**src/design/main_mem_settings.svh**
```systemverilog
`ifndef MAIN_MEM_SETTINGS_SVH
`define MAIN_MEM_SETTINGS_SVH

////////////////////////////////////////////////////////////
// geometry of the banked memory

`define MM_WORD_W      64  // one ram word
`define MM_RAMS        8
`define MM_DEPTH       512
`define MM_ADDR_W      9
`define MM_INDEX_W     14  // logical index seen by clients
`define MM_ELEM_W      16

////////////////////////////////////////////////////////////
// region map, in ram words

`define MM_B_COLS      336 // words of B in each ram
`define MM_OFF_B       0
`define MM_OFF_RNG     426
`define MM_OFF_SALT    427
`define MM_OFF_SEED_SE 428
`define MM_OFF_PKH     429
`define MM_OFF_K       431

// read data appears this many edges after the request
`define MM_RD_LATENCY  2

`endif

```
**src/design/main_mem_pkg.sv**
```systemverilog
`default_nettype none
`include "main_mem_settings.svh"

package main_mem_pkg;

  typedef logic [`MM_INDEX_W-1:0] mem_index_t;
  typedef logic [`MM_ADDR_W-1:0]  ram_addr_t;
  typedef logic [`MM_RAMS-1:0]    ram_mask_t;  // per ram or per byte
  typedef logic [`MM_WORD_W-1:0]  ram_word_t;
  typedef logic [`MM_ELEM_W-1:0]  elem_t;

  // four elements, same width as a ram word
  typedef logic [(`MM_WORD_W / `MM_ELEM_W)*`MM_ELEM_W-1:0] bus_t;
  // one element per ram
  typedef logic [`MM_RAMS*`MM_ELEM_W-1:0] dub_bus_t;
  // all eight ram words side by side, lane r is ram r
  typedef logic [`MM_RAMS*`MM_WORD_W-1:0] lanes_t;

  typedef enum logic [2:0] {
    MODE_IDLE      = 3'd0,
    MODE_B_ROW     = 3'd1,
    MODE_B_COL     = 3'd2,
    MODE_RNG_STATE = 3'd3,
    MODE_SALT      = 3'd4,
    MODE_SEED_SE   = 3'd5,
    MODE_PKH       = 3'd6,
    MODE_K         = 3'd7
  } mem_mode_t;

  typedef struct packed {
    mem_mode_t  mode;
    mem_index_t index;
  } mem_req_t;

  typedef struct packed {
    ram_addr_t addr;
    ram_mask_t ram_en;
    ram_mask_t byte_en;
  } ram_access_t;

endpackage

`default_nettype wire

```
**src/design/mem_write_pack.sv**
```systemverilog
`timescale 1ns/1ps
`default_nettype none
`include "main_mem_settings.svh"

module mem_write_pack (
  input  main_mem_pkg::mem_req_t i_req,
  input  main_mem_pkg::bus_t     i_bus,
  input  main_mem_pkg::dub_bus_t i_dub,
  output main_mem_pkg::lanes_t   o_lanes
);

  localparam int unsigned elems = `MM_WORD_W / `MM_ELEM_W;

  // byte enables pick the slice, so every slice carries the element
  always_comb begin
    o_lanes = '0;
    case (i_req.mode)
      main_mem_pkg::MODE_IDLE: o_lanes = '0;
      main_mem_pkg::MODE_B_COL: begin
        for (int r = 0; r < `MM_RAMS; r++) begin
          o_lanes[r*`MM_WORD_W +: `MM_WORD_W] = {elems{i_dub[r*`MM_ELEM_W +: `MM_ELEM_W]}};
        end
      end
      default: o_lanes = {`MM_RAMS{i_bus}}; // ram enable picks the lane
    endcase
  end

endmodule

`default_nettype wire

```
**config.mk**
```make
export PLATFORM = sky130hd
export DESIGN_NAME = mem_write_pack
export DESIGN_NICKNAME = d
export VERILOG_FILES = /design/src/design/main_mem_pkg.sv /design/src/design/mem_write_pack.sv
export VERILOG_INCLUDE_DIRS = /design/src /design/src/design
export SDC_FILE = /design/constraint.sdc
export NUM_CORES = 1
export LEC_CHECK = 0
export BUFFER_PORTS_ARGS = -buffer_cell sky130_fd_sc_hd__buf_4
export CORE_AREA = 2 2 280 282
export DETAILED_ROUTE_END_ITERATION = 10
export DIE_AREA = 0 0 282 284
export PLACE_DENSITY_LB_ADDON = 0.15
export SETUP_SLACK_MARGIN = 0.3
export SYNTH_ARGS = -nofsm -noshare
export SYNTH_HDL_FRONTEND = slang
export SYNTH_SLANG_ARGS = --single-unit
```
**constraint.sdc**
```tcl
create_clock -name vclk -period 1.1
set_clock_uncertainty 0.15 [all_clocks]
set_input_delay 0.11 -clock vclk [all_inputs]
set_output_delay 0.11 -clock vclk [all_outputs]
set_load 0.02 [all_outputs]
```
# == After elaboration in Yosys (flattened, before gate mapping) ==
# Index checks and enable logic that the tools add are counted.
# word_totals
register_bits,0
in_bits,209
out_inout_bits,512
word_cells,3
# op_classes
n_eq_ne,1
n_mux,1
n_reduce_logical,1
# ops
op,count
case mux 512 bit (2 select lines),1
"equality test 3 x 2 -> 1 bit, second input constant",1
zero test 3 bit,1

# == Longest topological paths before layout ==
# depth
depth_word,2
ltp_mapped,5
ltp_nobuf,2

# == Worst setup path before layout ==
# No wires, ideal clock.
# synth_timing
kind,in2out
start,input i_req[14] in the netlist's numbering
end,output o_lanes[0]
arrival_ns,0.914
t_required_ns,0.840
path_slack_ns,-0.074
cell_stages,5
path_buffers,3
cell_sequence,buf_6 -> buf_12 -> buf_12 -> o21ai_4 -> nand2_1
# synth_via
elab_chain_cells,2
elab_cells_between_ends,3
cone_classes,eq/ne (1); mux (1); reduce/logical (1)
# synth_lines
element,line_no,text
"start, declared",mem_write_pack.sv:6,"input main_mem_pkg::mem_req_t i_req,"
equality test 3 x 2 -> 1 bit or zero test 3 bit (tied branches),mem_write_pack.sv:17,case (i_req.mode)
case mux 512 bit (2 select lines) *,mem_write_pack.sv:17,
"end, declared",mem_write_pack.sv:9,output main_mem_pkg::lanes_t o_lanes
# Every way passes the cells marked *; elsewhere a longest branch is shown, timed or not.

# == Worst setup path after layout ==
# layout_timing
start,input i_req[15] in the netlist's numbering
end,output o_lanes[350]
# Same word-level chain as after synthesis.

==> results_dict.tcl <==
set metrics [dict create \
    die_area_um2 80090 \
    syn_area_um2 4813 \
    dp_worst_setup_slack_ps -630.0 \
    coreArea_um2 76960 \
    chipHeight_um 284 \
    io_pins 721 \
    yosysTopAreaCell "nand2_1" \
    max_cap_viol_count 0 \
    rsz0062_at_grt "true" \
    dp_hpwl_um 44880 \
    hold_violations 0 \
    fmax_mhz 686.2 \
    vias 9709 \
    grt.overflow.total 0 \
    regArea_um2 0 \
    drc_errors 0 \
    routedWlPerCell_um 22.14 \
    routed_wirelength_um 60530 \
    min_from "i_bus[52]" \
    antenna_found_initial 8 \
    grt_pass1_vias 9931 \
    setup_violations 512 \
    grt_max_degree 23 \
    gp_congestion 0.8074 \
    outcome "finished with violations" \
    first_iter_violations 183 \
    viasPerCell 3.551 \
    startpoint_type "primary input" \
    power.total_mw 11.05 \
    final_cell_mix "buf_4, buf_6, nand2_1" \
    period_share_pct 132.5 \
    ys_types 10 \
    seq_area_frac_synth_pct 0 \
    synth.area.top_cells "nand2_1, nand4bb_1, o21ai_4, buf_12, buf_8" \
    drive_gt1_share_pct 86.12 \
    syn_area_per_cell_um2 6.333 \
    violations "setup timing" \
    endpoint_kind "output pin" \
    setup_ws_ps -357.2 \
    grt_pass1_wl_um 79230 \
    synth_nets 969 \
    ys_warn_count 0 \
    hold_path_class "primary input to output pin" \
    ir_drop_uv 235.0 \
    worst_ep_required_time_ps 840 \
    cp_max_fo 7 \
    worst_ep_arrival_time_ps 1200 \
    worst_slew_pin_slew_ps 331.8 \
    synth_top_area_share_pct 39.93 \
    nets 1904 \
    n_sequential_cell 0 \
    start_util_pct 6.255 \
    ant_nets 0 \
    crit_start "i_req[15]" \
    dr.pass1.iters 4 \
    drv_slew 0 \
    layout_min_cycle_time_ps 1457 \
    power_density_nw_per_um2 563.7 \
    clkbuf_count 0 \
    relSlewSlack_pct 77.80 \
    area_growth_pct 307.2 \
    grt_use_total_pct 13.72 \
    final_core_util_pct 25.47 \
    fp-row-count 102 \
    port_buffers 707 \
    critical_path_class "primary input to output pin" \
    netlist_instances 760 \
    die_w_um 282 \
    leakage_nw 9.405 \
]
## path summary, 6_finish.rpt
| check | slack [ps] | cells past startpoint | end |
|---|---|---|---|
| max | -360 | 7 | o_lanes[350] |
| min | 440 | 4 | o_lanes[308] |
## critical path: stages
cell and delay (ps):
buf_16 140, buf_16 170, buf_4 180, nand4bb_1 90, buf_4 190, nand2_2 100
buf_4 180
## repair_timing
| action | in CTS | in global routing |
|---|---|---|
| hold buffers | 0 | 0 |
| gates cloned | 27 | 6 |
| resized for setup | 530 | 588 |
| setup buffers | 42 | 26 |
| setup endpoints to repair | 512 | 512 |
| endpoints found under the hold margin | 0 | 0 |
| pin swaps | 115 | 169 |
## layer usage
layer | GRT usage [%] | wire length (um) | vias to the layer above | share of wire, %
met5 | 0 | 85 | - | 0.14
met4 | 1.144 | 318 | 14 | 0.53
met3 | 3.466 | 4541 | 35 | 7.5
met2 | 26.78 | 32760 | 478 | 54
met1 | 15.18 | 22830 | 4685 | 38
li1 | - | - | 4497 | -
## logic make-up (layout without fill, tap and decap cells)
group,Yosys count,count (layout),synth area share (%)
simple gates,640,640,69.87
compound gates,64,64,21.00
buf+inv,56,989,9.124
other cells,0,1,0
## report_power, final
group | leakage (nW) | switching (mW) | internal (mW)
clock network | 0.00000634 | 0 | 0.000000122
logic | 9.40 | 5.56 | 5.49
registers | 0 | 0 | 0
total | 9.40 | 5.56 | 5.49
## metrics by stage
stage	hold WS, ps	setup TNS (ps)	area (um2)	cells
after floorplan	281.7	-35380	4813	760
after global placement	450.4	-218770	12850	2632
after detailed placement	447.1	-228200	12850	2632
after CTS	450.8	-147550	16670	2701
after global routing	459.0	-155140	19600	2733
final	441.2	-135190	19600	2734
## cells in the mapped netlist
| cell | n |
|---|---|
| nand2_1 | 512 |
| nand4bb_1 | 128 |
| o21ai_4 | 60 |
| clkbuf_1 | 24 |
| buf_2 | 14 |
| buf_12 | 7 |
| buf_8 | 6 |
| o21ai_2 | 4 |
| buf_6 | 3 |
| buf_4 | 2 |
## final cells by class
type,instances,area (um2)
antenna,1,2.502
fill,8332,57360
multi-input combinational,704,7402
tap,1040,1301
timing repair buffer,989,10900
Power figures use the tool's default switching activity.
