File: config.mk
export PLATFORM = sky130hd
export DESIGN_NAME = mem_access_decode
export DESIGN_NICKNAME = d
export VERILOG_FILES = /design/src/design/main_mem_pkg.sv /design/src/design/mem_access_decode.sv
export VERILOG_INCLUDE_DIRS = /design/src /design/src/design
export SDC_FILE = /design/constraint.sdc
export NUM_CORES = 1
export LEC_CHECK = 0
export BUFFER_PORTS_ARGS = -buffer_cell sky130_fd_sc_hd__buf_2
export CAP_MARGIN = 15
export CELL_PAD_IN_SITES_DETAIL_PLACEMENT = 0
export CELL_PAD_IN_SITES_GLOBAL_PLACEMENT = 1
export CORE_MARGIN = 1
export CORE_UTILIZATION = 31
export DETAILED_ROUTE_END_ITERATION = 8
export PLACE_DENSITY = 0.87
export SYNTH_ARGS = -nofsm -noshare
export SYNTH_HDL_FRONTEND = slang
export SYNTH_SLANG_ARGS = --single-unit
File: constraint.sdc
create_clock -name vclk -period 2.4
set_input_delay 0.24 -clock vclk [all_inputs]
set_output_delay 0.24 -clock vclk [all_outputs]
set_load 0.01 [all_outputs]
File: src/design/main_mem_settings.svh
`ifndef MAIN_MEM_SETTINGS_SVH
`define MAIN_MEM_SETTINGS_SVH

////////////////////////////////////////////////////////////
// geometry of the banked memory

`define MM_WORD_W      64  // one ram word
`define MM_RAMS        8
`define MM_DEPTH       512
`define MM_ADDR_W      9
`define MM_INDEX_W     14  // logical index seen by clients
`define MM_ELEM_W      16

////////////////////////////////////////////////////////////
// region map, in ram words

`define MM_B_COLS      336 // words of B in each ram
`define MM_OFF_B       0
`define MM_OFF_RNG     426
`define MM_OFF_SALT    427
`define MM_OFF_SEED_SE 428
`define MM_OFF_PKH     429
`define MM_OFF_K       431

// read data appears this many edges after the request
`define MM_RD_LATENCY  2

`endif

File: src/design/main_mem_pkg.sv
`default_nettype none
`include "main_mem_settings.svh"

package main_mem_pkg;

  typedef logic [`MM_INDEX_W-1:0] mem_index_t;
  typedef logic [`MM_ADDR_W-1:0]  ram_addr_t;
  typedef logic [`MM_RAMS-1:0]    ram_mask_t;  // per ram or per byte
  typedef logic [`MM_WORD_W-1:0]  ram_word_t;
  typedef logic [`MM_ELEM_W-1:0]  elem_t;

  // four elements, same width as a ram word
  typedef logic [(`MM_WORD_W / `MM_ELEM_W)*`MM_ELEM_W-1:0] bus_t;
  // one element per ram
  typedef logic [`MM_RAMS*`MM_ELEM_W-1:0] dub_bus_t;
  // all eight ram words side by side, lane r is ram r
  typedef logic [`MM_RAMS*`MM_WORD_W-1:0] lanes_t;

  typedef enum logic [2:0] {
    MODE_IDLE      = 3'd0,
    MODE_B_ROW     = 3'd1,
    MODE_B_COL     = 3'd2,
    MODE_RNG_STATE = 3'd3,
    MODE_SALT      = 3'd4,
    MODE_SEED_SE   = 3'd5,
    MODE_PKH       = 3'd6,
    MODE_K         = 3'd7
  } mem_mode_t;

  typedef struct packed {
    mem_mode_t  mode;
    mem_index_t index;
  } mem_req_t;

  typedef struct packed {
    ram_addr_t addr;
    ram_mask_t ram_en;
    ram_mask_t byte_en;
  } ram_access_t;

endpackage

`default_nettype wire

File: src/design/mem_access_decode.sv
`timescale 1ns/1ps
`default_nettype none
`include "main_mem_settings.svh"

module mem_access_decode (
  input  main_mem_pkg::mem_req_t    i_req,
  output main_mem_pkg::ram_access_t o_access,
  output main_mem_pkg::mem_index_t  o_next,
  output logic                      o_has_next
);

  localparam int unsigned sel_w      = $clog2(`MM_RAMS);
  localparam int unsigned elem_sel_w = $clog2(`MM_WORD_W / `MM_ELEM_W);
  localparam int unsigned row_sel_w  = `MM_INDEX_W - `MM_ADDR_W;

  localparam main_mem_pkg::mem_index_t row_last =
    main_mem_pkg::mem_index_t'((`MM_RAMS - 1) * `MM_DEPTH + `MM_B_COLS - 1);
  localparam main_mem_pkg::mem_index_t col_last =
    main_mem_pkg::mem_index_t'(`MM_B_COLS * (`MM_WORD_W / `MM_ELEM_W) - 1);
  localparam main_mem_pkg::mem_index_t state_last = main_mem_pkg::mem_index_t'(`MM_RAMS - 1);
  localparam main_mem_pkg::mem_index_t hash_last  = main_mem_pkg::mem_index_t'(3); // 256 bits

  main_mem_pkg::ram_addr_t  cell_off;
  main_mem_pkg::mem_index_t cell_last;
  logic                     is_cell;
  logic [sel_w-1:0]         row_ram;
  main_mem_pkg::ram_addr_t  row_word;
  main_mem_pkg::mem_index_t row_base;
  logic [elem_sel_w-1:0]    col_elem;
  main_mem_pkg::mem_index_t index_inc;

  assign row_ram   = i_req.index[`MM_ADDR_W +: sel_w];
  assign row_word  = i_req.index[`MM_ADDR_W-1:0];
  assign row_base  = {i_req.index[`MM_ADDR_W +: row_sel_w], {`MM_ADDR_W{1'b0}}};
  assign col_elem  = i_req.index[elem_sel_w-1:0];
  assign index_inc = i_req.index + main_mem_pkg::mem_index_t'(1);

  ////////////////////////////////////////////////////////////
  // single word state cells
  always_comb begin
    is_cell   = 1'b1;
    cell_off  = main_mem_pkg::ram_addr_t'(`MM_OFF_RNG);
    cell_last = state_last;
    case (i_req.mode)
      main_mem_pkg::MODE_RNG_STATE: cell_off = main_mem_pkg::ram_addr_t'(`MM_OFF_RNG);
      main_mem_pkg::MODE_SALT:      cell_off = main_mem_pkg::ram_addr_t'(`MM_OFF_SALT);
      main_mem_pkg::MODE_SEED_SE:   cell_off = main_mem_pkg::ram_addr_t'(`MM_OFF_SEED_SE);
      main_mem_pkg::MODE_PKH: begin
        cell_off  = main_mem_pkg::ram_addr_t'(`MM_OFF_PKH);
        cell_last = hash_last;
      end
      main_mem_pkg::MODE_K: begin
        cell_off  = main_mem_pkg::ram_addr_t'(`MM_OFF_K);
        cell_last = hash_last;
      end
      default: is_cell = 1'b0;
    endcase
  end

  ////////////////////////////////////////////////////////////
  // address, masks and walk
  always_comb begin
    o_access   = '0;
    o_next     = index_inc;
    o_has_next = 1'b0;
    case (i_req.mode)
      main_mem_pkg::MODE_B_ROW: begin
        o_access.addr    = main_mem_pkg::ram_addr_t'(`MM_OFF_B) + row_word;
        o_access.ram_en  = main_mem_pkg::ram_mask_t'(1) << row_ram;
        o_access.byte_en = '1;
        if (row_word == main_mem_pkg::ram_addr_t'(`MM_B_COLS - 1)) begin
          o_next = row_base + main_mem_pkg::mem_index_t'(`MM_DEPTH); // wrap to next ram
        end
        o_has_next = (i_req.index != row_last);
      end
      main_mem_pkg::MODE_B_COL: begin
        o_access.addr    = main_mem_pkg::ram_addr_t'(`MM_OFF_B)
                         + i_req.index[elem_sel_w +: `MM_ADDR_W];
        o_access.ram_en  = '1;
        o_access.byte_en = main_mem_pkg::ram_mask_t'(2'b11) << {col_elem, 1'b0}; // 2 bytes/elem
        o_has_next       = (i_req.index != col_last);
      end
      default: begin
        if (is_cell) begin
          o_access.addr    = cell_off + main_mem_pkg::ram_addr_t'(i_req.index >> sel_w);
          o_access.ram_en  = main_mem_pkg::ram_mask_t'(1) << i_req.index[sel_w-1:0];
          o_access.byte_en = '1;
          o_has_next       = (i_req.index != cell_last);
        end
      end
    endcase
  end

endmodule

`default_nettype wire

# After elaboration in Yosys (flattened, before gate mapping)

Cells that the tools add are included.

Output and inout bits: 40
Bits of input ports: 17
Bits in registers: 0
Logic and storage cells: 28

$add $sub $neg: 3
Eq/ne operators: 11
Reductions and logical operators: 2
Multiplexer cells: 9
Shift-type cells: 3

Operators by type and width:

| operator                 | number |
|---|---|
| $pmux W25 S2             | 1 |
| $mux W14                 | 2 |
| $mux W25                 | 1 |
| $shl A1 B3 Y8 const A    | 2 |
| $add A14 B1 Y14 const B  | 1 |
| $add A14 B10 Y14 const B | 1 |
| $ne A14 B11 Y1 const B   | 1 |
| $ne A14 B12 Y1 const B   | 1 |
| $ne A14 B14 Y1           | 1 |
| $eq A3 B3 Y1 const B     | 4 |
| $pmux W3 S4              | 1 |
| $add A9 B9 Y9            | 1 |
| $eq A9 B9 Y1 const B     | 1 |
| $shl A2 B3 Y8 const A    | 1 |
| $eq A3 B2 Y1 const B     | 2 |
| $reduce_or A5 Y1         | 1 |
| $eq A3 B1 Y1 const B     | 1 |
| $mux W3                  | 1 |
| $mux W1                  | 2 |
| $pmux W1 S2              | 1 |
| $reduce_or A2 Y1         | 1 |

# Depth between registers and ports, before layout

Depth in word-level cells: 6
Depth in mapped cells: 9
Depth with buffers taken out: 8

# Worst setup path after synthesis

OpenSTA, ideal clock, no wires.

Path kind: input to output
From: input port i_req[14] in the netlist's numbering
To: output port o_access[24] in the netlist's numbering
Required time: 2.160 ns
Arrival time: 2.246 ns
Path buffers: 1
Stages on the path: 9
Slack: -0.086 ns
Cells stage by stage: clkbuf_1 > nor2b_1 > nor2b_1 > ha_1 > fa_1 > a211o_1 > a31oi_1 > xnor2_1 > o21ai_0

RTL lines:

| what            | RTL line               | text |
|---|---|---|
| start, declared | mem_access_decode.sv:6 | `input main_mem_pkg::mem_req_t i_req,` |
| end, declared   | mem_access_decode.sv:7 | `output main_mem_pkg::ram_access_t o_access,` |

==> metrics <==
number of global-route vias before repair=1360; Post-Place Cells=284; area of the multi-input gates=1170 um^2; hold_buf cts=0; post-synth top area cell=ha_1; max_slew headroom=0.674; initial antenna violation count=0; Fillers=417; storage element area=0 um^2; sequential area share after synthesis=0; worst endpoint required time=2160 ps; CP Class=input pin to output pin; setup bufs post-CTS=0; Slowest-stage cell, CP=fa_1; Mapped Cells=189; setup TNS=0 ps; Wirelength per Cell=14.3 um; Mapped Area=1280 um^2; # Max-Cap Violations=0; Yosys Warn Count=0; Most Frequent Cell on Critical Path=buf_2; ranking of synthesized cells by area=ha_1 (19%), xnor2_1 (8.9%), nand2_1 (5.9%); critical path's largest stage delay=400 ps; Slew Viols, Final=0; maximum vdd drop=60.5 uV; post-layout min period=2280 ps; horizontal die dimension=66.2 um; initial DRC count=143; crit-path cells=buf_2 -> nor2b_4 -> nor2b_1 -> ha_1 -> fa_1 -> a211o_1 -> a21oi_1 -> xnor2_1 -> o21ai_1 -> buf_2; commonest cells in the netlist=nand2_1 (20), ha_1 (19), nor2_1 (19); pwr/cell area=196 nW/um^2; DR vias/cell=5.33; gp weighted congestion=0.910; layout cells sized above 1=0.318; HPWL after DPL=3130 um; Final period util=0.952; Die Y=66.2 um; status=completed; Synth Net Count=226; number of top-level pins=57; FFs & Latches=0; post-route insts no fill=284; Initial Utilization=0.337; post-layout util=0.426; fmax=438 MHz; RSZ-0062 raised after global routing=no; Crit. End Element=output pin; DRT antenna net count=0; overall power=318 uW; DRC Markers=0; Pre-antenna DRT Iters=4; Layout area overhead=26.5%; Syn Area/Cell=6.77 um^2; port bufs=57; Nets=275; CP Max Fanout=3; Min-Delay Path Class=input pin to output pin; Place WS=-11.1 ps; setup ws final=116 ps; Post-Route WL=4060 um; post-synth cell types=46; final hold vios=0; share of the synthesized area in the top cell type=0.186; first-pass GRT wire length=6700 um; setup violation total in the final timing report=0; cell family with the largest share of critical-path delay=adder cells; Placeable Area=3800 um^2; Site Rows=22; largest net degree at the start of global routing=21; most frequent cell after synthesis=nand2_1; die area=4390 um^2; via count=1514; Worst setup SP type=input pin; Buf+Inv Stages, Crit Path=2; antenna cells=0; Leak=0.790 nW; Critical Path AT=2040 ps; final-layout clock buffer total=0; total global routing track utilization=0.191; Tightest Pin Transition=489 ps; grt ovf=0
power by group:
part           internal, mW  switching [mW]  total (mW)
clock network             0               0           0
logic                 0.135           0.183       0.318
registers                 0               0           0
total                 0.135           0.183       0.318
routing by layer:
metal  GRT usage  vias up  part of all wire  routed length, um
met5           0        -                 0                  0
met4     0.00266        0                 0                  0
met3     0.00517        0             0.048                195
met2       0.302       48              0.47               1920
met1       0.296      690              0.48               1940
li1            -      776                 -                  -
layout make-up:
class | instances | area share
Multi-Input combinational cell | 162 | 0.724
Tap cell | 48 | 0.0371
Timing Repair Buffer | 67 | 0.223
Inverter | 7 | 0.0162
final timing paths:
path | from | to | slack [ps] | cells past startpoint
max | i_req[14] | o_access[22] | 120 | 10
min | i_req[0] | o_next[0] | 800 | 3
cell usage in the layout, fill, tap and decap left out, types with 2 or more instances in the layout:
cell type,n
inv_1,7
nand2_1,20
nor4_1,2
o21ai_1,3
a22oi_1,3
nor2_1,19
buf_2,57
and3_1,5
nand3_1,7
nor2b_1,4
a221o_1,4
xnor2_1,13
ha_1,18
nor3_1,7
a31oi_1,4
a21oi_1,11
mux2i_1,2
o2111ai_1,2
xor2_1,3
buf_4,10
a21o_1,3
nand4_1,4
and2_1,2
logic make-up after synthesis:
logic type	count (synthesis)	synth area share
buffers and inverters	27	0.102
AND/OR/NAND/NOR	80	0.324
adder cells (fa/ha/maj)	20	0.202
multiplexers	3	0.0245
AO/OA/AOI/OAI	43	0.239
XOR/XNOR	16	0.110
per-stage QoR:
stage / hold slack (ps) / cell area, um^2
global placement: 796 / 1600
CTS: 799 / 1600
detailed placement: 792 / 1600
global route: 824 / 1620
floorplan: 528 / 1280
finish: 804 / 1620
what timing repair did:
| item | CTS | global route |
|---|---|---|
| pin swaps | 0 | 2 |
| gates resized for setup | 1 | 6 |
| setup endpoints to repair | 2 | 5 |
Power figures use the tool's default switching activity.
