===== src/design/main_mem_settings.svh =====
`ifndef MAIN_MEM_SETTINGS_SVH
`define MAIN_MEM_SETTINGS_SVH

////////////////////////////////////////////////////////////
// geometry of the banked memory

`define MM_WORD_W      64  // one ram word
`define MM_RAMS        8
`define MM_DEPTH       512
`define MM_ADDR_W      9
`define MM_INDEX_W     14  // logical index seen by clients
`define MM_ELEM_W      16

////////////////////////////////////////////////////////////
// region map, in ram words

`define MM_B_COLS      336 // words of B in each ram
`define MM_OFF_B       0
`define MM_OFF_RNG     426
`define MM_OFF_SALT    427
`define MM_OFF_SEED_SE 428
`define MM_OFF_PKH     429
`define MM_OFF_K       431

// read data appears this many edges after the request
`define MM_RD_LATENCY  2

`endif


===== src/design/main_mem_pkg.sv =====
`default_nettype none
`include "main_mem_settings.svh"

package main_mem_pkg;

  typedef logic [`MM_INDEX_W-1:0] mem_index_t;
  typedef logic [`MM_ADDR_W-1:0]  ram_addr_t;
  typedef logic [`MM_RAMS-1:0]    ram_mask_t;  // per ram or per byte
  typedef logic [`MM_WORD_W-1:0]  ram_word_t;
  typedef logic [`MM_ELEM_W-1:0]  elem_t;

  // four elements, same width as a ram word
  typedef logic [(`MM_WORD_W / `MM_ELEM_W)*`MM_ELEM_W-1:0] bus_t;
  // one element per ram
  typedef logic [`MM_RAMS*`MM_ELEM_W-1:0] dub_bus_t;
  // all eight ram words side by side, lane r is ram r
  typedef logic [`MM_RAMS*`MM_WORD_W-1:0] lanes_t;

  typedef enum logic [2:0] {
    MODE_IDLE      = 3'd0,
    MODE_B_ROW     = 3'd1,
    MODE_B_COL     = 3'd2,
    MODE_RNG_STATE = 3'd3,
    MODE_SALT      = 3'd4,
    MODE_SEED_SE   = 3'd5,
    MODE_PKH       = 3'd6,
    MODE_K         = 3'd7
  } mem_mode_t;

  typedef struct packed {
    mem_mode_t  mode;
    mem_index_t index;
  } mem_req_t;

  typedef struct packed {
    ram_addr_t addr;
    ram_mask_t ram_en;
    ram_mask_t byte_en;
  } ram_access_t;

endpackage

`default_nettype wire


===== src/design/mem_read_result.sv =====
`timescale 1ns/1ps
`default_nettype none
`include "main_mem_settings.svh"

module mem_read_result (
  input  logic                    clk,
  input  logic                    i_rst_n,
  input  main_mem_pkg::mem_mode_t i_mode,
  input  main_mem_pkg::lanes_t    i_lanes,
  output main_mem_pkg::bus_t      o_bus,
  output main_mem_pkg::dub_bus_t  o_dub
);

  localparam int unsigned elems = `MM_WORD_W / `MM_ELEM_W;

  main_mem_pkg::mem_mode_t mode_d [`MM_RD_LATENCY];
  main_mem_pkg::mem_mode_t rd_mode;
  main_mem_pkg::bus_t      bus_or;
  main_mem_pkg::dub_bus_t  dub_or;

  always_ff @(posedge clk or negedge i_rst_n) begin
    if (!i_rst_n) begin
      for (int i = 0; i < `MM_RD_LATENCY; i++) begin
        mode_d[i] <= main_mem_pkg::MODE_IDLE;
      end
    end else begin
      mode_d[0] <= i_mode;
      for (int i = 1; i < `MM_RD_LATENCY; i++) begin
        mode_d[i] <= mode_d[i-1];
      end
    end
  end

  assign rd_mode = mode_d[`MM_RD_LATENCY-1];

  // unselected lanes are already zero
  always_comb begin
    bus_or = '0;
    for (int r = 0; r < `MM_RAMS; r++) begin
      bus_or = bus_or | i_lanes[r*`MM_WORD_W +: `MM_WORD_W];
    end
  end

  // one element per ram, only one slice survives the byte mask
  always_comb begin
    dub_or = '0;
    for (int r = 0; r < `MM_RAMS; r++) begin
      for (int s = 0; s < elems; s++) begin
        dub_or[r*`MM_ELEM_W +: `MM_ELEM_W] = dub_or[r*`MM_ELEM_W +: `MM_ELEM_W]
          | i_lanes[r*`MM_WORD_W + s*`MM_ELEM_W +: `MM_ELEM_W];
      end
    end
  end

  always_comb begin
    o_bus = '0;
    o_dub = '0;
    case (rd_mode)
      main_mem_pkg::MODE_B_COL: o_dub = dub_or;
      main_mem_pkg::MODE_IDLE:  o_bus = '0;
      default:                  o_bus = bus_or; // row and cells
    endcase
  end

endmodule

`default_nettype wire


===== config.mk =====
export PLATFORM = sky130hd
export DESIGN_NAME = mem_read_result
export DESIGN_NICKNAME = d
export VERILOG_FILES = /design/src/design/main_mem_pkg.sv /design/src/design/mem_read_result.sv
export VERILOG_INCLUDE_DIRS = /design/src /design/src/design
export SDC_FILE = /design/constraint.sdc
export NUM_CORES = 1
export LEC_CHECK = 0
export ABC_CLOCK_PERIOD_IN_PS = 1900
export BUFFER_PORTS_ARGS = -buffer_cell sky130_fd_sc_hd__buf_2
export CAP_MARGIN = 20
export CORE_AREA = 2 2 275 277
export DETAILED_ROUTE_END_ITERATION = 6
export DIE_AREA = 0 0 277 279
export GPL_TIMING_DRIVEN = 0
export PLACE_DENSITY = 0.3
export SYNTH_ARGS = -nofsm -noshare
export SYNTH_HDL_FRONTEND = slang
export SYNTH_SLANG_ARGS = --single-unit

===== constraint.sdc =====
create_clock -name clk -period 1.9 [get_ports clk]
set_input_delay 0.475 -clock clk [delete_from_list [all_inputs] [get_ports clk]]
set_output_delay 0.475 -clock clk [all_outputs]
set_load 0.05 [all_outputs]

=== Yosys cells after proc, flatten, opt, wreduce, memory -nomap -nowiden ===
Cells that the tools add are included.

* Bits in registers: 6
* Output and inout port bits: 192
* Logic and storage cells: 38

* Equal/unequal tests: 1
* Multiplexer cells: 2
* Bitwise operators: 31
* Reductions and logical operators: 2

{| class="wikitable"
|+ Operator list
! operator !! number
|-
| $or 64x64->64 || 7
|-
| $or 16x16->16 || 24
|-
| $mux 128 || 1
|-
| $mux 64 || 1
|-
| $eq 3x2->1 const B || 1
|-
| $logic_not 3->1 || 1
|-
| $reduce_or 2->1 || 1
|}

=== Logic depth before layout (Yosys ltp) ===
* Word-level depth: 8
* Depth in mapped cells: 4
* Gate-level depth less buffers: 2

=== Worst setup path before layout ===
Ideal clock, no wire load.

* Path type: register to output
* Start: reg mode_d, in the netlist rd_mode[0]
* End: out o_dub[107]
* Arrival: 1715 ps
* Required time: 1425 ps
* Setup slack: -290 ps
* Stages on the path, launching flop included: 5
* Buffers on the path: 2
* Path through: dfrtp_1 > or3b_4 > buf_4 > buf_6 > nor2_1

* Word-level cells in the longest chain between the ends: 2

{| class="wikitable"
|+ RTL lines
! item !! RTL line !! RTL
|-
| from (decl) || mem_read_result.sv:16 || <nowiki>main_mem_pkg::mem_mode_t mode_d [`MM_RD_LATENCY];</nowiki>
|-
| from (signal, indexed assignment) || mem_read_result.sv:24 || <nowiki>mode_d[i] <= main_mem_pkg::MODE_IDLE;</nowiki>
|-
| from (signal, indexed assignment) || mem_read_result.sv:29 || <nowiki>mode_d[i] <= mode_d[i-1];</nowiki>
|-
| $eq 3x2->1 || mem_read_result.sv:58 || <nowiki>case (rd_mode)</nowiki>
|-
| $mux 128 || mem_read_result.sv:58 ||
|-
| to (decl) || mem_read_result.sv:11 || <nowiki>output main_mem_pkg::dub_bus_t o_dub</nowiki>
|}

No other way between the ends.

=== Worst setup path in the final report ===
* Start: reg mode_d, in the netlist rd_mode[0]
* End: out o_dub[108]

Same word-level chain as after synthesis.

==> out/qor.json <==
{
  "pwr": {
    "power.leakage_nw": 4.46,
    "max-vdd-ir-drop_mv": 0.174,
    "powerDensity_mw_per_mm2": 302
  },
  "timing": {
    "setup_ws_ns": -0.372,
    "clock.fmax_mhz": 440,
    "fin_crit_sh": 1.20,
    "finalSetupViolations": 192,
    "timing_hold_violations_final": 0,
    "final_max_slew_viol_count": 0,
    "totalNegativeSetupSlack_ns": -55.18,
    "final.setup_skew_ns": 0.000735,
    "layout_min_cycle_time_ns": 2.27,
    "grt_setup_unrepaired": "yes",
    "slew_headroom": 0.255,
    "tightest_slew_ns": 1.11,
    "worst_hold_slack_ns": 0.0741
  },
  "setup_path": {
    "cp-startpoint": "rd_mode[0]",
    "critical_path_required_ns": 1.42,
    "reg2regPathDepth": 0,
    "critical_path_class": "flop to output port",
    "worstReg2RegStart": "mode_d[4]",
    "regToRegSetupSlack_ns": 1.43,
    "timing.critical_path.from_type": "flop",
    "crit_path_capture_type": "output port",
    "critical_path.reg2reg.endpoint": "rd_mode[1]",
    "crit_arrival_ns": 1.80,
    "worstSetupEndpoint": "o_dub[108]",
    "path_max_fanout": 10
  },
  "flow_run": {
    "maxCapViolations": 0
  },
  "placed_design": {
    "finalWeightedCongestion": 1.04,
    "post-dp-hpwl_mm": 53.2,
    "buffer_ports.inserted": 708,
    "dp.cells": 2164,
    "place_area_mm2": 0.00785
  },
  "clock_tree": {
    "clockBufferDepth": 2,
    "cts_hold_buffers": 0,
    "cts_inserted_buffers": 3,
    "clk_latency_worst_skew_pair_ns": 0.23,
    "htree_levels": 1,
    "tritoncts": "done",
    "reg_clk_slew_reported_paths_ns": 0.03,
    "tritoncts_num_sinks": 6,
    "clk_root_buffer_cell": "sky130_fd_sc_hd__clkbuf_16"
  },
  "routing": {
    "route.antenna.remaining_nets": 0,
    "drc_errors": 0,
    "mean_routed_wirelength_per_cell_um": 28.3,
    "wirelength_mm": 62.2,
    "viasPerCell": 3.67,
    "firstDrtPassIters": 4,
    "dr.first_iter.drc_count": 353,
    "vias_post_dr": 8067
  },
  "worst_hold_path": {
    "hold_class": "primary input to asynchronous set/reset pin"
  },
  "status": {
    "failed_checks": "negative setup slack",
    "outcome": "finished with violations"
  },
  "synthesis": {
    "synth_cell_type_count": 9,
    "syn_area_per_cell_um2": 5.78,
    "fraction_of_synthesized_cell_area_taken_by_the_top_area_cell_type": 0.582,
    "yosys.area.top_type": "sky130_fd_sc_hd__nor4_1",
    "synth_warnings": 0,
    "synth.top_cells.by_area": "sky130_fd_sc_hd__nor4_1, sky130_fd_sc_hd__nor2_1, sky130_fd_sc_hd__a21oi_1",
    "syn-cell-area_mm2": 0.00275,
    "synth.net_count": 993,
    "synth_sequential_area_ratio": 0.0546,
    "yosys_register_bits": 6,
    "synthesis.instances": 476
  },
  "finish": {
    "drive_above_1_share": 0.803,
    "most-common-layout-cells": "sky130_fd_sc_hd__buf_2, sky130_fd_sc_hd__nor4_1, sky130_fd_sc_hd__buf_6, sky130_fd_sc_hd__nor2_4, sky130_fd_sc_hd__nor2_2",
    "layout-area-overhead-vs-synth_pct": 305,
    "final_area_mm2": 0.0111,
    "finalCoreUtilization": 0.150,
    "layout_commonest_cell": "sky130_fd_sc_hd__buf_2",
    "instances_no_fill": 2200,
    "fill_cells": 8574,
    "nNetsFinal": 1740
  },
  "global_routing": {
    "grt_first_pass_wirelength_mm": 79.2,
    "grt_pass1_vias": 9048,
    "grt_start_max_net_pins": 11,
    "grt_antenna_before_repair": 22,
    "global_route.overflow_total": 0,
    "overall_track_demand_over_capacity_in_global_routing": 0.152
  },
  "die": {
    "design.die.area_mm2": 0.0773,
    "core_region_area_mm2": 0.0741,
    "floorplan.initialDensity": 0.0371,
    "die_height_um": 279,
    "placement_rows": 100,
    "num_io_pins": 709,
    "die_x_um": 277
  }
}
critical path: stages, from the launching register on:
cell and delay [ns]:
sky130_fd_sc_hd__dfrtp_1 0.38, sky130_fd_sc_hd__or3b_4 0.46, sky130_fd_sc_hd__buf_12 0.18, sky130_fd_sc_hd__buf_12 0.18, sky130_fd_sc_hd__nor2_4 0.14, sky130_fd_sc_hd__buf_8 0.15
state kept, by name, summed over array words and instances (netlist names):
register / cells
mode_d: 3
rd_mode: 3
repair_timing:
| item | in CTS | in global routing |
|---|---|---|
| gates cloned | 8 | 0 |
| setup buffers | 23 | 2 |
| hold endpoints to repair | 0 | 0 |
| resized for setup | 656 | 144 |
| endpoints found under the setup margin | 192 | 192 |
| pin swaps | 19 | 9 |
final cells by class:
cell class,count,area [um^2],share of cell area
Timing Repair Buffer,744,5490,0.493
Multi-Input combinational cell,450,3810,0.342
Tap cell,969,1210,0.109
Buffer,18,369,0.0331
Sequential cell,6,150,0.0135
Clock buffer,3,75.1,0.00674
Antenna cell,10,25.0,0.00225
metal layers:
| metal | track usage | routed length (um) | share of wire | up-vias |
|---|---|---|---|---|
| met5 | 0 | 86 | 0.0014 | - |
| met4 | 0.0524 | 2340 | 0.038 | 12 |
| met3 | 0.0388 | 4750 | 0.076 | 91 |
| li1 | - | - | - | 3540 |
| met1 | 0.169 | 23600 | 0.38 | 3812 |
| met2 | 0.280 | 31500 | 0.51 | 612 |
cell usage after synthesis (all sizes together):
library cell / instances
a21oi: 64
buf: 19
clkbuf: 1
dfrtp: 6
nor2: 129
nor4: 256
or3b: 1
cells by family (layout without fill, tap and decap cells):
logic type | count (synthesis) | in the layout | share of synthesized area
AOI/OAI and AO/OA | 64 | 64 | 0.116
DFF | 6 | 6 | 0.0546
buffers and inverters | 20 | 765 | 0.0664
and+or+nand+nor | 386 | 386 | 0.763
other | 0 | 10 | 0
metrics by stage:
step / worst slack (ns) / power [mW]
after floorplan: -0.274 / 1.09
after global placement: -1.81 / 2.38
after detailed placement: -1.06 / 2.38
after CTS: -0.394 / 3.34
after global routing: -0.423 / 3.50
final: -0.372 / 3.36
how the worst min path moves through the flow:
stage | start | to | slack (ns) | cells past startpoint
after global routing | i_rst_n | mode_d[5] | 0.08 | 1
after detailed placement | i_rst_n | mode_d[5] | 0.31 | 1
after CTS | i_rst_n | mode_d[5] | 0.08 | 1
after floorplan | i_rst_n | mode_d[3] | 0.18 | 0
after global placement | i_rst_n | mode_d[5] | 0.31 | 1
final | i_rst_n | mode_d[5] | 0.07 | 1
power by group:
part / internal [mW] / total [mW] / switching, mW
clock: 0.270 / 0.335 / 0.0652
combinational: 1.11 / 2.89 / 1.78
sequential: 0.135 / 0.138 / 0.00252
total: 1.52 / 3.36 / 1.84
Power figures use the tool's default switching activity.
